[config.mk]
export PLATFORM = sky130hd
export DESIGN_NAME = regFile
export DESIGN_NICKNAME = d
export VERILOG_FILES = /design/src/hdl/wiscPkg.sv /design/src/hdl/regFile.sv
export SDC_FILE = /design/constraint.sdc
export NUM_CORES = 1
export LEC_CHECK = 0
export BUFFER_PORTS_ARGS = -buffer_cell sky130_fd_sc_hd__buf_2
export CAP_MARGIN = 20
export CORE_MARGIN = 2
export CORE_UTILIZATION = 45
export CTS_CLUSTER_SIZE = 40
export DETAILED_ROUTE_END_ITERATION = 16
export MAX_ROUTING_LAYER = met4
export PLACE_DENSITY = 0.73
export SYNTH_ARGS = -nofsm -noshare
export SYNTH_HDL_FRONTEND = slang
export SYNTH_SLANG_ARGS = --single-unit
[constraint.sdc]
create_clock -name clk -period 6.1 [get_ports clk]
set_input_delay 0.915 -clock clk [delete_from_list [all_inputs] [get_ports clk]]
set_output_delay 0.915 -clock clk [all_outputs]
set_load 0.05 [all_outputs]
[src/hdl/wiscPkg.sv]
// **************************************************
// WISC decode constants
// Data and register widths, instruction field
// positions, opcodes and branch condition codes
// **************************************************
package wiscPkg;

   // Datapath and register file sizes
   localparam int dataWidth    = 16;
   localparam int regAddrWidth = 3;
   localparam int numRegs      = 1 << regAddrWidth;   // Eight architectural registers

   // Jump-and-link forms write the return address here
   localparam logic [regAddrWidth-1:0] linkReg = 3'd7;

   // Instruction field layout
   // The opcode sits in the top five bits, Rs and Rt follow below it
   localparam int opWidth     = 5;
   localparam int opMsb       = dataWidth - 1;
   localparam int rsMsb       = 10;                    // Rs occupies bits 10 to 8
   localparam int rtMsb       = 7;                     // Rt occupies bits 7 to 5
   localparam int condMsb     = 12;                    // Branch condition in bits 12 to 11
   localparam int condWidth   = 2;
   localparam int prefixWidth = 3;                     // Top opcode bits shared by all branches

   // Jump-and-link-register opcodes
   // Both forms link through register 7 in decode
   localparam logic [opWidth-1:0] opJalr = 5'b00110;
   localparam logic [opWidth-1:0] opJal  = 5'b00111;

   // Any opcode of the form 011xx is a conditional branch
   localparam logic [prefixWidth-1:0] branchPrefix = 3'b011;

   // Condition codes, all tested against the Rs value
   localparam logic [condWidth-1:0] condEqz = 2'b00;   // Rs equals zero
   localparam logic [condWidth-1:0] condNez = 2'b01;   // Rs is not zero
   localparam logic [condWidth-1:0] condLtz = 2'b10;   // Rs is negative
   localparam logic [condWidth-1:0] condGez = 2'b11;   // Rs is zero or positive

   // Instructions are two bytes wide, so the sequential PC steps by two
   localparam logic [dataWidth-1:0] pcStep = 16'd2;

   // Stages between decode and writeback
   // A linking instruction reaches writeback this many edges after decode
   localparam int jalPipeDepth = 3;

endpackage

[src/hdl/regFile.sv]
// **************************************************
// Register file, eight words of 16 bits
// Two combinational read ports with write bypass
// **************************************************
`timescale 1ns/1ps
`default_nettype none

module regFile (
   input  wire logic                             clk,
   input  wire logic                             rstN,
   input  wire logic [wiscPkg::regAddrWidth-1:0] readAddr1,   // Rs index
   input  wire logic [wiscPkg::regAddrWidth-1:0] readAddr2,   // Rt index
   input  wire logic [wiscPkg::regAddrWidth-1:0] writeAddr,
   input  wire logic [wiscPkg::dataWidth-1:0]    writeData,
   input  wire logic                             writeEn,
   output      logic [wiscPkg::dataWidth-1:0]    readData1,
   output      logic [wiscPkg::dataWidth-1:0]    readData2
);
   import wiscPkg::*;

   // Storage array, one entry per architectural register
   logic [dataWidth-1:0] regs [numRegs];

   // Bypass hits, a read that targets the word being written this cycle
   logic bypass1;
   logic bypass2;

   // Registers clear on reset so that software sees zeros
   // Writes land on the rising edge
   always_ff @(posedge clk) begin
      if (!rstN) begin
         for (int i = 0; i < numRegs; i++) begin
            regs[i] <= '0;
         end
      end else if (writeEn) begin
         regs[writeAddr] <= writeData;                  // Single write port
      end
   end

   assign bypass1 = writeEn && (writeAddr == readAddr1);
   assign bypass2 = writeEn && (writeAddr == readAddr2);

   // Read ports are purely combinational
   // The bypass returns the new value in the same cycle as its write
   assign readData1 = bypass1 ? writeData : regs[readAddr1];
   assign readData2 = bypass2 ? writeData : regs[readAddr2];

   // An unknown write address or data word would corrupt the array
   // for every later read, so both must be clean whenever a write is enabled
   writeClean : assert property (
      @(posedge clk) disable iff (!rstN)
      writeEn |-> !$isunknown({writeAddr, writeData})
   ) else $error("regFile write with unknown address or data");

endmodule

`default_nettype wire

# Yosys cells after proc, flatten, opt, wreduce, memory -nomap -nowiden
# Memories as Yosys holds them, arrays and structs flattened.
# Cells that the tools add are included.
[word_totals]
inputBits = 28
ramBits = 128
register_bits = 0
n_memories = 1
[classes]
muxes = 9
n_eq_ne = 2
reduce_logical = 3
[memory_table]
columns = ["name", "words", "word_bits", "read_ports", "rd_clocked_by_memory_dff", "wr", "line_no", "rtl"]
rows = [
  ["regs", 8, 16, 2, 0, 8, "regFile.sv:22", "logic [dataWidth-1:0] regs [numRegs];"],
]
[ops]
columns = ["operator", "count"]
rows = [
  ["$mux 16", 3],
  ["$reduce_or 16->1", 1],
  ["$eq 3x3->1", 2],
  ["$mux 1", 5],
  ["$mux 3", 1],
  ["$logic_and 1x1->1", 2],
]

# Longest topological paths before layout
# Gate-level depths: netlist (run 1).
[depth]
word_depth = 5
depth_mapped = 6

# Worst setup path after synthesis (run 1)
# OpenSTA, ideal clock, no wires.
[synth_timing]
path_type = "input-to-output"
start = "input readAddr2[1] (netlist name)"
end = "output readData2[0] (netlist name)"
n_path_buf = 2
stages = 5
setup_slack_ns = 2.810
t_required_ns = 5.185
arrival_ns = 2.375
cell_sequence = "clkbuf_1 -> clkbuf_1 -> mux4_1 -> mux2_2 -> mux2_2"
[synth_between]
elab_chain_len = 3
word_cells_on_any_way = 4
classes_between = "1 x eq/ne; 1 x mux; 1 x reduce/logical; 1 x memory"
[synth_rtl]
columns = ["item", "line_no", "rtl"]
rows = [
  ["start: declaration", "regFile.sv:12", "input wire logic [wiscPkg::regAddrWidth-1:0] readAddr2,"],
  ["parallel branches: the longest is 2 deep, another holds $mem_v2 8x16", "n/a", ""],
  ["$mux 16 (*)", "regFile.sv:46", "assign readData2 = bypass2 ? writeData : regs[readAddr2];"],
  ["end: declaration", "regFile.sv:17", "output logic [wiscPkg::dataWidth-1:0] readData2"],
]
# Every way passes the cells marked *.

# Worst setup path after layout (run 1)
[layout_timing]
start = "input readAddr2[0] (netlist name)"
end = "output readData2[2] (netlist name)"
# The elaborated chain is that of the path after synthesis.

==> impl_results.md, run 1 <==
* Cell area after layout at 8490 um2
* Final hold vios at 0
* Total wire length at 18000 um
* Crit-path max FO at 18
* Setup Viol. Count Final at 0
* Slew @ Worst Pin at 1110 ps
* RSZ-0062 raised after global routing: false
* Worst-path clk slew at 60 ps
* Die area at 17600 um2
* Max_cap viols at 0
* Post-synthesis cell area at 7440 um2
* Leakage power total at 3.22 nW
* Multi-input logic area at 3400 um2
* # resized after CTS at 0
* Synth warnings at 0
* Setup TNS at 0 ps
* Pwr per Cell Area at 284 nW/um2
* Crit path DAT at 3190 ps
* Starting Density at 45.5%
* Max Slew Vio Count at 0
* Max FFs per register at 128
* Final Wtd Congestion at 0.781
* Router iterations before antenna repair at 5
* Postcts setup bufs at 0
* Biggest regs: regs: 128 flops
* Fill cells at 1311
* Layout net count at 537
* Floorplan row count at 47
* Hold Crit Start: writeData[7]
* Final min period at 4110 ps
* WL/cell at 24.3 um
* Ports at 60
* Detailed placement HPWL at 10900 um
* Mean number of vias per cell at 5.87
* Antenna Nets Post-Route at 0
* Root buf cell: clkbuf_16
* Clock tree buffer depth at 2
* Vias in the first global route at 4687
* F_max at 243 MHz
* Crit path kind: in -> out
* Total CTS buffers at 17
* Hold Path Class: in -> reg
* Core box area at 16300 um2
* Pin count of the biggest net entering global routing at 34
* Post-Syn Nets at 474
* Placed Area at 7950 um2
* Most frequent cells in the layout: and2_1 (128), edfxtp_1 (128), mux4_1 (60)
* Register area share after synthesis at 51.7%
* N_diodes at 0
* Sink Count at 128
* Slew HR at 26.1%
* H-Tree Level Count at 4
* Status: finished clean
* Gate count of the mapped netlist at 446
* Worst vdd ir at 0.000128 V
* Worst setup path startpoint: readAddr2[0]
* Data required, critical path at 5180 ps
* Drt drc at 0
* Storage cell area at 3840 um2
* CTS Hold Bufs at 0
* Share of cells above drive strength 1 at 33.3%
* Crit share post-route at 67.3%
* Distinct cells, synth at 20
* Top reg by flops: regs
* IO Port Bufs at 59
* Grt total ovfl at 0
* Synthesized flop and latch total at 128
* Die Ht at 133 um
* Critical path capture point type: output port
* First-pass GRT wire length at 27500 um
* Initial antenna violation count at 0
* Vias at 4358
* Post-synthesis to final-layout area growth at 14.2%
* CTS tree: built
* GRT Overall Usage at 22.1%
* Die X-Extent at 133 um
* 1st-iter DRT viols at 489
* CP Launch Type: input port
* Synth Area per Inst at 16.7 um2
stage by stage:
step / power [mW] / hold slack [ps] / cells / utilization (%) / setup WS, ps
2_1_floorplan: 1.38 / 1110 / 446 / - / 2810
3_3_place_gp: 1.48 / 1300 / 710 / 48.6 / 2020
3_5_place_dp: 1.49 / 1310 / 710 / 48.6 / 2000
4_1_cts: 2.42 / 880 / 742 / 52.0 / 1990
5_1_grt: 2.48 / 901 / 742 / 52.0 / 1940
6_report: 2.41 / 890 / 742 / 52.0 / 1990
critical path, stage by stage:
cell and delay (ps):
buf_2 440, buf_4 430, mux4_1 610, mux2_2 270, mux2_2 290, buf_2 220
path summary, 6_finish.rpt:
kind	end	slack, ps	cells after the start
worst max-delay path	readData2[2]	1990	6
worst min-delay path	regs[2][7]	890	2
metal layers:
layer	vias to the layer above	track usage, %	wire length [um]
met2	190	36.9	9390
met1	2217	27.1	7270
li1	1915	-	-
met4	0	8.24	427
met5	-	-	0
met3	36	4.02	902
cells by family after synthesis:
| family | count (synthesis) | synth area share, % |
|---|---|---|
| buffers and inverters | 33 | 2.67 |
| muxes | 128 | 32.6 |
| AOI/OAI and AO/OA | 6 | 0.404 |
| and+or+nand+nor | 145 | 11.9 |
| xor gates and xnor gates | 6 | 0.706 |
| DFF | 128 | 51.7 |
cells in the mapped netlist:
| library cell | instances | share of area, % |
|---|---|---|
| and2_1 | 128 | 11 |
| mux4_2 | 4 | 1.2 |
| mux2_4 | 11 | 2.2 |
| mux4_1 | 60 | 21 |
| nor2_1 | 6 | 0.30 |
| clkbuf_1 | 20 | 1.0 |
| buf_4 | 1 | 0.10 |
| o21ai_0 | 6 | 0.40 |
| nand4_1 | 2 | 0.17 |
| xnor2_1 | 6 | 0.71 |
| nand2b_1 | 4 | 0.34 |
| edfxtp_1 | 128 | 52 |
| clkbuf_2 | 1 | 0.067 |
| buf_6 | 9 | 1.4 |
| mux2_2 | 53 | 8.0 |
| nand3b_1 | 1 | 0.10 |
| buf_2 | 2 | 0.13 |
| nor3_1 | 2 | 0.13 |
| nand3_1 | 1 | 0.067 |
| nand2_1 | 1 | 0.050 |
power breakdown:
part	leakage, nW	switching [mW]	internal, mW
combinational	1.74	0.254	0.167
sequential	1.23	0.0257	1.02
clock	0.258	0.385	0.555
cell type report:
type / count / area share [%]
clock inverters: 15 / 1.43
multi-input cells: 285 / 40.0
clock buffers: 17 / 5.01
well taps: 220 / 3.24
flip-flops and latches: 128 / 45.2
repair buffers: 77 / 5.07
(Power assumes the default switching activity.)
==> run 2, diff against run 1 <==
Clock period 6.1 ns to 4.1 ns, I/O delays scaled along.
==> run 2 against run 1 <==
  * Cell count grew 0.40%
  * Power grew 51%
  * Worst hold slack worse by 300 ps
  * Final area rose by 0.84%
  * Global-route usage down 0.22 points
  * Die area is the same
  * Non-clock buffer count grew 3
  * Via count rose by 1.1%
  * Largest power group unchanged
  * Highest routed layer unchanged
==> impl_results.md, run 2 (synthesis gave the netlist of run 1 again) <==
* Storage cell area at 3840 um2
* Root buf cell: clkbuf_16
* Vias in the first global route at 4562
* Antenna Nets Post-Route at 0
* Final min period at 3350 ps
* Hold slack final at 589 ps
* GRT Overall Usage at 21.9%
* Crit-path max FO at 19
* Sink Count at 128
* Pwr per Cell Area at 426 nW/um2
* Die X-Extent at 133 um
* Clock tree buffer depth at 2
* Router iterations before antenna repair at 5
* Drt drc at 0
* Worst Hold End: regs[2][1]
* Leakage power total at 3.25 nW
* # resized after CTS at 0
* IO Port Bufs at 59
* Max Slew Vio Count at 0
* Setup TNS at 0 ps
* CP Launch Type: input port
* Data required, critical path at 3480 ps
* Worst vdd ir at 0.000288 V
* Status: finished clean
* Critical path capture point type: output port
* CTS tree: built
* Setup Viol. Count Final at 0
* Postcts setup bufs at 0
* Multi-input logic area at 3400 um2
* Crit path DAT at 2740 ps
* Ports at 60
* Power Total at 3.65 mW
* Post-synthesis to final-layout area growth at 15.1%
* Fill cells at 1341
* Biggest regs: regs: 128 flops
* Layout net count at 540
* First-pass GRT wire length at 27200 um
* Final Wtd Congestion at 0.842
* Starting Density at 45.5%
* Die area at 17600 um2
* F_max at 298 MHz
* WL/cell at 24.3 um
* Max FFs per register at 128
* WHS Path Cells at 2
* Final hold vios at 0
* Top reg by flops: regs
* Floorplan row count at 47
* Crit path kind: in -> out
* Slew HR at 28.7%
* Mean number of vias per cell at 5.91
* CTS Hold Bufs at 0
* Detailed placement HPWL at 11000 um
* Pin count of the biggest net entering global routing at 34
* Total wire length at 18100 um
* Dpl ws at 730 ps
* Crit share post-route at 81.7%
* Hold Crit Start: writeData[1]
* Die Ht at 133 um
* Hold Path Class: in -> reg
* Worst-path clk slew at 60 ps
* Vias at 4405
* Initial antenna violation count at 0
* N_diodes at 0
* RSZ-0062 raised after global routing: false
* Most frequent cells in the layout: and2_1 (128), edfxtp_1 (128), mux4_1 (60)
* Share of cells above drive strength 1 at 33.9%
* Total CTS buffers at 17
* Grt total ovfl at 0
* Setup WS post-layout at 750 ps
* H-Tree Level Count at 4
* Slew @ Worst Pin at 1070 ps
* Core box area at 16300 um2
* Max_cap viols at 0
* 1st-iter DRT viols at 430
==> run 2: layout make-up <==
cell class                      instances  area share (%)
Clock inverter                         15            1.71
Sequential cell                       128            44.9
Clock buffer                           17            4.97
Multi-Input combinational cell        285            39.7
Timing Repair Buffer                   80            5.57
Tap cell                              220            3.21
==> run 2: metrics by stage <==
stage	cell area (um2)	instances	utilization, %
floorplan	7440	446	-
global placement	7970	711	48.7
detailed placement	7980	712	48.8
CTS	8550	744	52.3
global route	8570	745	52.4
finish	8570	745	52.4
==> run 2: worst max path at each step <==
stage | start | to | slack (ps) | depth (start not counted)
global route | readAddr1[0] | readData1[10] | 670 | 6
floorplan | readAddr2[1] | readData2[0] | 1410 | 5
global placement | readAddr1[0] | readData1[0] | 720 | 6
CTS | readAddr1[0] | readData1[10] | 720 | 6
detailed placement | readAddr1[0] | readData1[10] | 730 | 6
finish | readAddr1[0] | readData1[6] | 750 | 6
==> run 2: per-layer routing <==
| layer | GRT usage [%] | wire (um) | up-vias |
|---|---|---|---|
| li1 | - | - | 1923 |
| met1 | 27.3 | 7310 | 2274 |
| met2 | 35.8 | 9250 | 177 |
| met3 | 4.56 | 1110 | 31 |
| met4 | 7.47 | 404 | 0 |
| met5 | - | 0 | - |
==> run 2: where the power goes <==
part           total (mW)  leakage [nW]  switching (mW)  internal (mW)
Combinational       0.632          1.76           0.379          0.253
Sequential           1.56          1.23          0.0389           1.52
Clock                1.45         0.266           0.567          0.887
Total                3.65          3.25           0.985           2.66
==> run 2: critical path: stages <==
cell    delay [ps]
buf_2          470
buf_4          320
mux4_1         580
mux2_2         280
mux2_4         250
buf_2          210
==> run 3, diff against run 2 <==
Clock period 4.1 ns to 3.49 ns, I/O delays scaled along.
==> run 3 against run 2 <==
  * Die area unchanged
  * Final area increased by 0.60%
  * Clock-buffer cell count increased by 2
  * Routed wire length increased by 2.7%
  * Flip-flop and latch count unchanged
  * Global-route usage increased by 0.64 points
  * Clock power increased by 15%
==> impl_results.md, run 3 (synthesis gave the netlist of run 1 again) <==
* # resized after CTS at 0
* Placed Area at 8060 um2
* Core box area at 16300 um2
* Hold Path Class: in -> reg
* CTS tree: built
* Floorplan row count at 47
* Router iterations before antenna repair at 5
* Max FFs per register at 128
* Crit path kind: in -> out
* Pwr per Cell Area at 495 nW/um2
* CP Launch Type: input port
* Final min period at 2810 ps
* Total CTS buffers at 17
* Crit-path leading delay family: multiplexers
* IO Port Bufs at 59
* GRT Overall Usage at 22.5%
* Die area at 17600 um2
* Setup TNS at 0 ps
* Max Slew Vio Count at 0
* Crit-path max FO at 33
* Starting Density at 45.5%
* Slew HR at 31.7%
* Hold Crit Start: writeData[9]
* Antenna Nets Post-Route at 0
* Grt total ovfl at 0
* Drt drc at 0
* RSZ-0062 raised after global routing: false
* F_max at 356 MHz
* Initial antenna violation count at 1
* Power Total at 4.27 mW
* Bufs and invs on worst path at 3
* Crit share post-route at 80.4%
* Dpl ws at 686 ps
* WL/cell at 24.8 um
* Crit path depth at 6
* Vias at 4417
* Utilization after layout at 52.7%
* Data required, critical path at 2970 ps
* Vias in the first global route at 4669
* Pin count of the biggest net entering global routing at 34
* 1st-iter DRT viols at 445
* Top reg by flops: regs
* Postcts setup bufs at 0
* Critical path's largest stage delay at 600 ps
* Share of cells above drive strength 1 at 34.1%
* Crit path DAT at 2280 ps
* Total wire length at 18600 um
* Slew @ Worst Pin at 1020 ps
* Biggest regs: regs: 128 flops
* Die X-Extent at 133 um
* Clock tree buffer depth at 2
* Placed cell count at 716
* Worst-path clk slew at 50 ps
* Cell area after layout at 8620 um2
* Setup Viol. Count Final at 0
* Setup WS post-layout at 683 ps
* H-Tree Level Count at 4
* First-pass GRT wire length at 28100 um
* Die Ht at 133 um
* Most frequent cells in the layout: and2_1 (128), edfxtp_1 (128), mux4_1 (60)
* Worst vdd ir at 0.000345 V
* Detailed placement HPWL at 11500 um
* Sink Count at 128
* Hold slack final at 512 ps
* Leakage power total at 3.27 nW
* Worst setup path endpoint: readData1[4]
* Max_cap viols at 0
* Critical path capture point type: output port
* CTS Hold Bufs at 0
* Layout net count at 543
* Worst-path cell with the longest stage delay: mux4_1
* Status: finished clean
* Root buf cell: clkbuf_16
* Post-synthesis to final-layout area growth at 15.8%
* Final hold vios at 0
* Worst setup path startpoint: readAddr1[0]
* Crit-path cells: buf_2 > buf_12 > mux4_1 > mux2_2 > mux2_2 > buf_2
* Mean number of vias per cell at 5.90
* Ports at 60
* Final Wtd Congestion at 0.787
* Finished Layout Cells at 749
run 3: worst min path at each step:
stage                              to  depth (start not counted)  slack, ps
after floorplan            regs[0][0]                          1        720
after global placement    regs[0][15]                          2        910
after detailed placement  regs[7][15]                          2        920
after CTS                 regs[3][15]                          2        500
after global routing       regs[6][2]                          2        530
final                      regs[6][9]                          2        510
run 3: layout make-up:
type	instances	area, um2
Clock inverter	13	121
Multi-Input combinational cell	285	3400
Clock buffer	19	433
Antenna cell	1	2.50
Sequential cell	128	3840
Fill cell	1327	7730
Timing Repair Buffer	83	538
Tap cell	220	275
run 3: per-layer routing:
metal,GRT usage (%),vias up,wire (um)
met3,4.41,46,1090
met5,-,-,0
met4,8.66,0,487
met2,36.1,205,9480
met1,28.6,2243,7510
li1,-,1923,-
run 3: power by group:
part | internal [mW] | total, mW | leakage (nW) | switching, mW
registers | 1.79 | 1.84 | 1.23 | 0.0447
logic | 0.306 | 0.759 | 1.79 | 0.453
clock network | 1.04 | 1.67 | 0.261 | 0.637
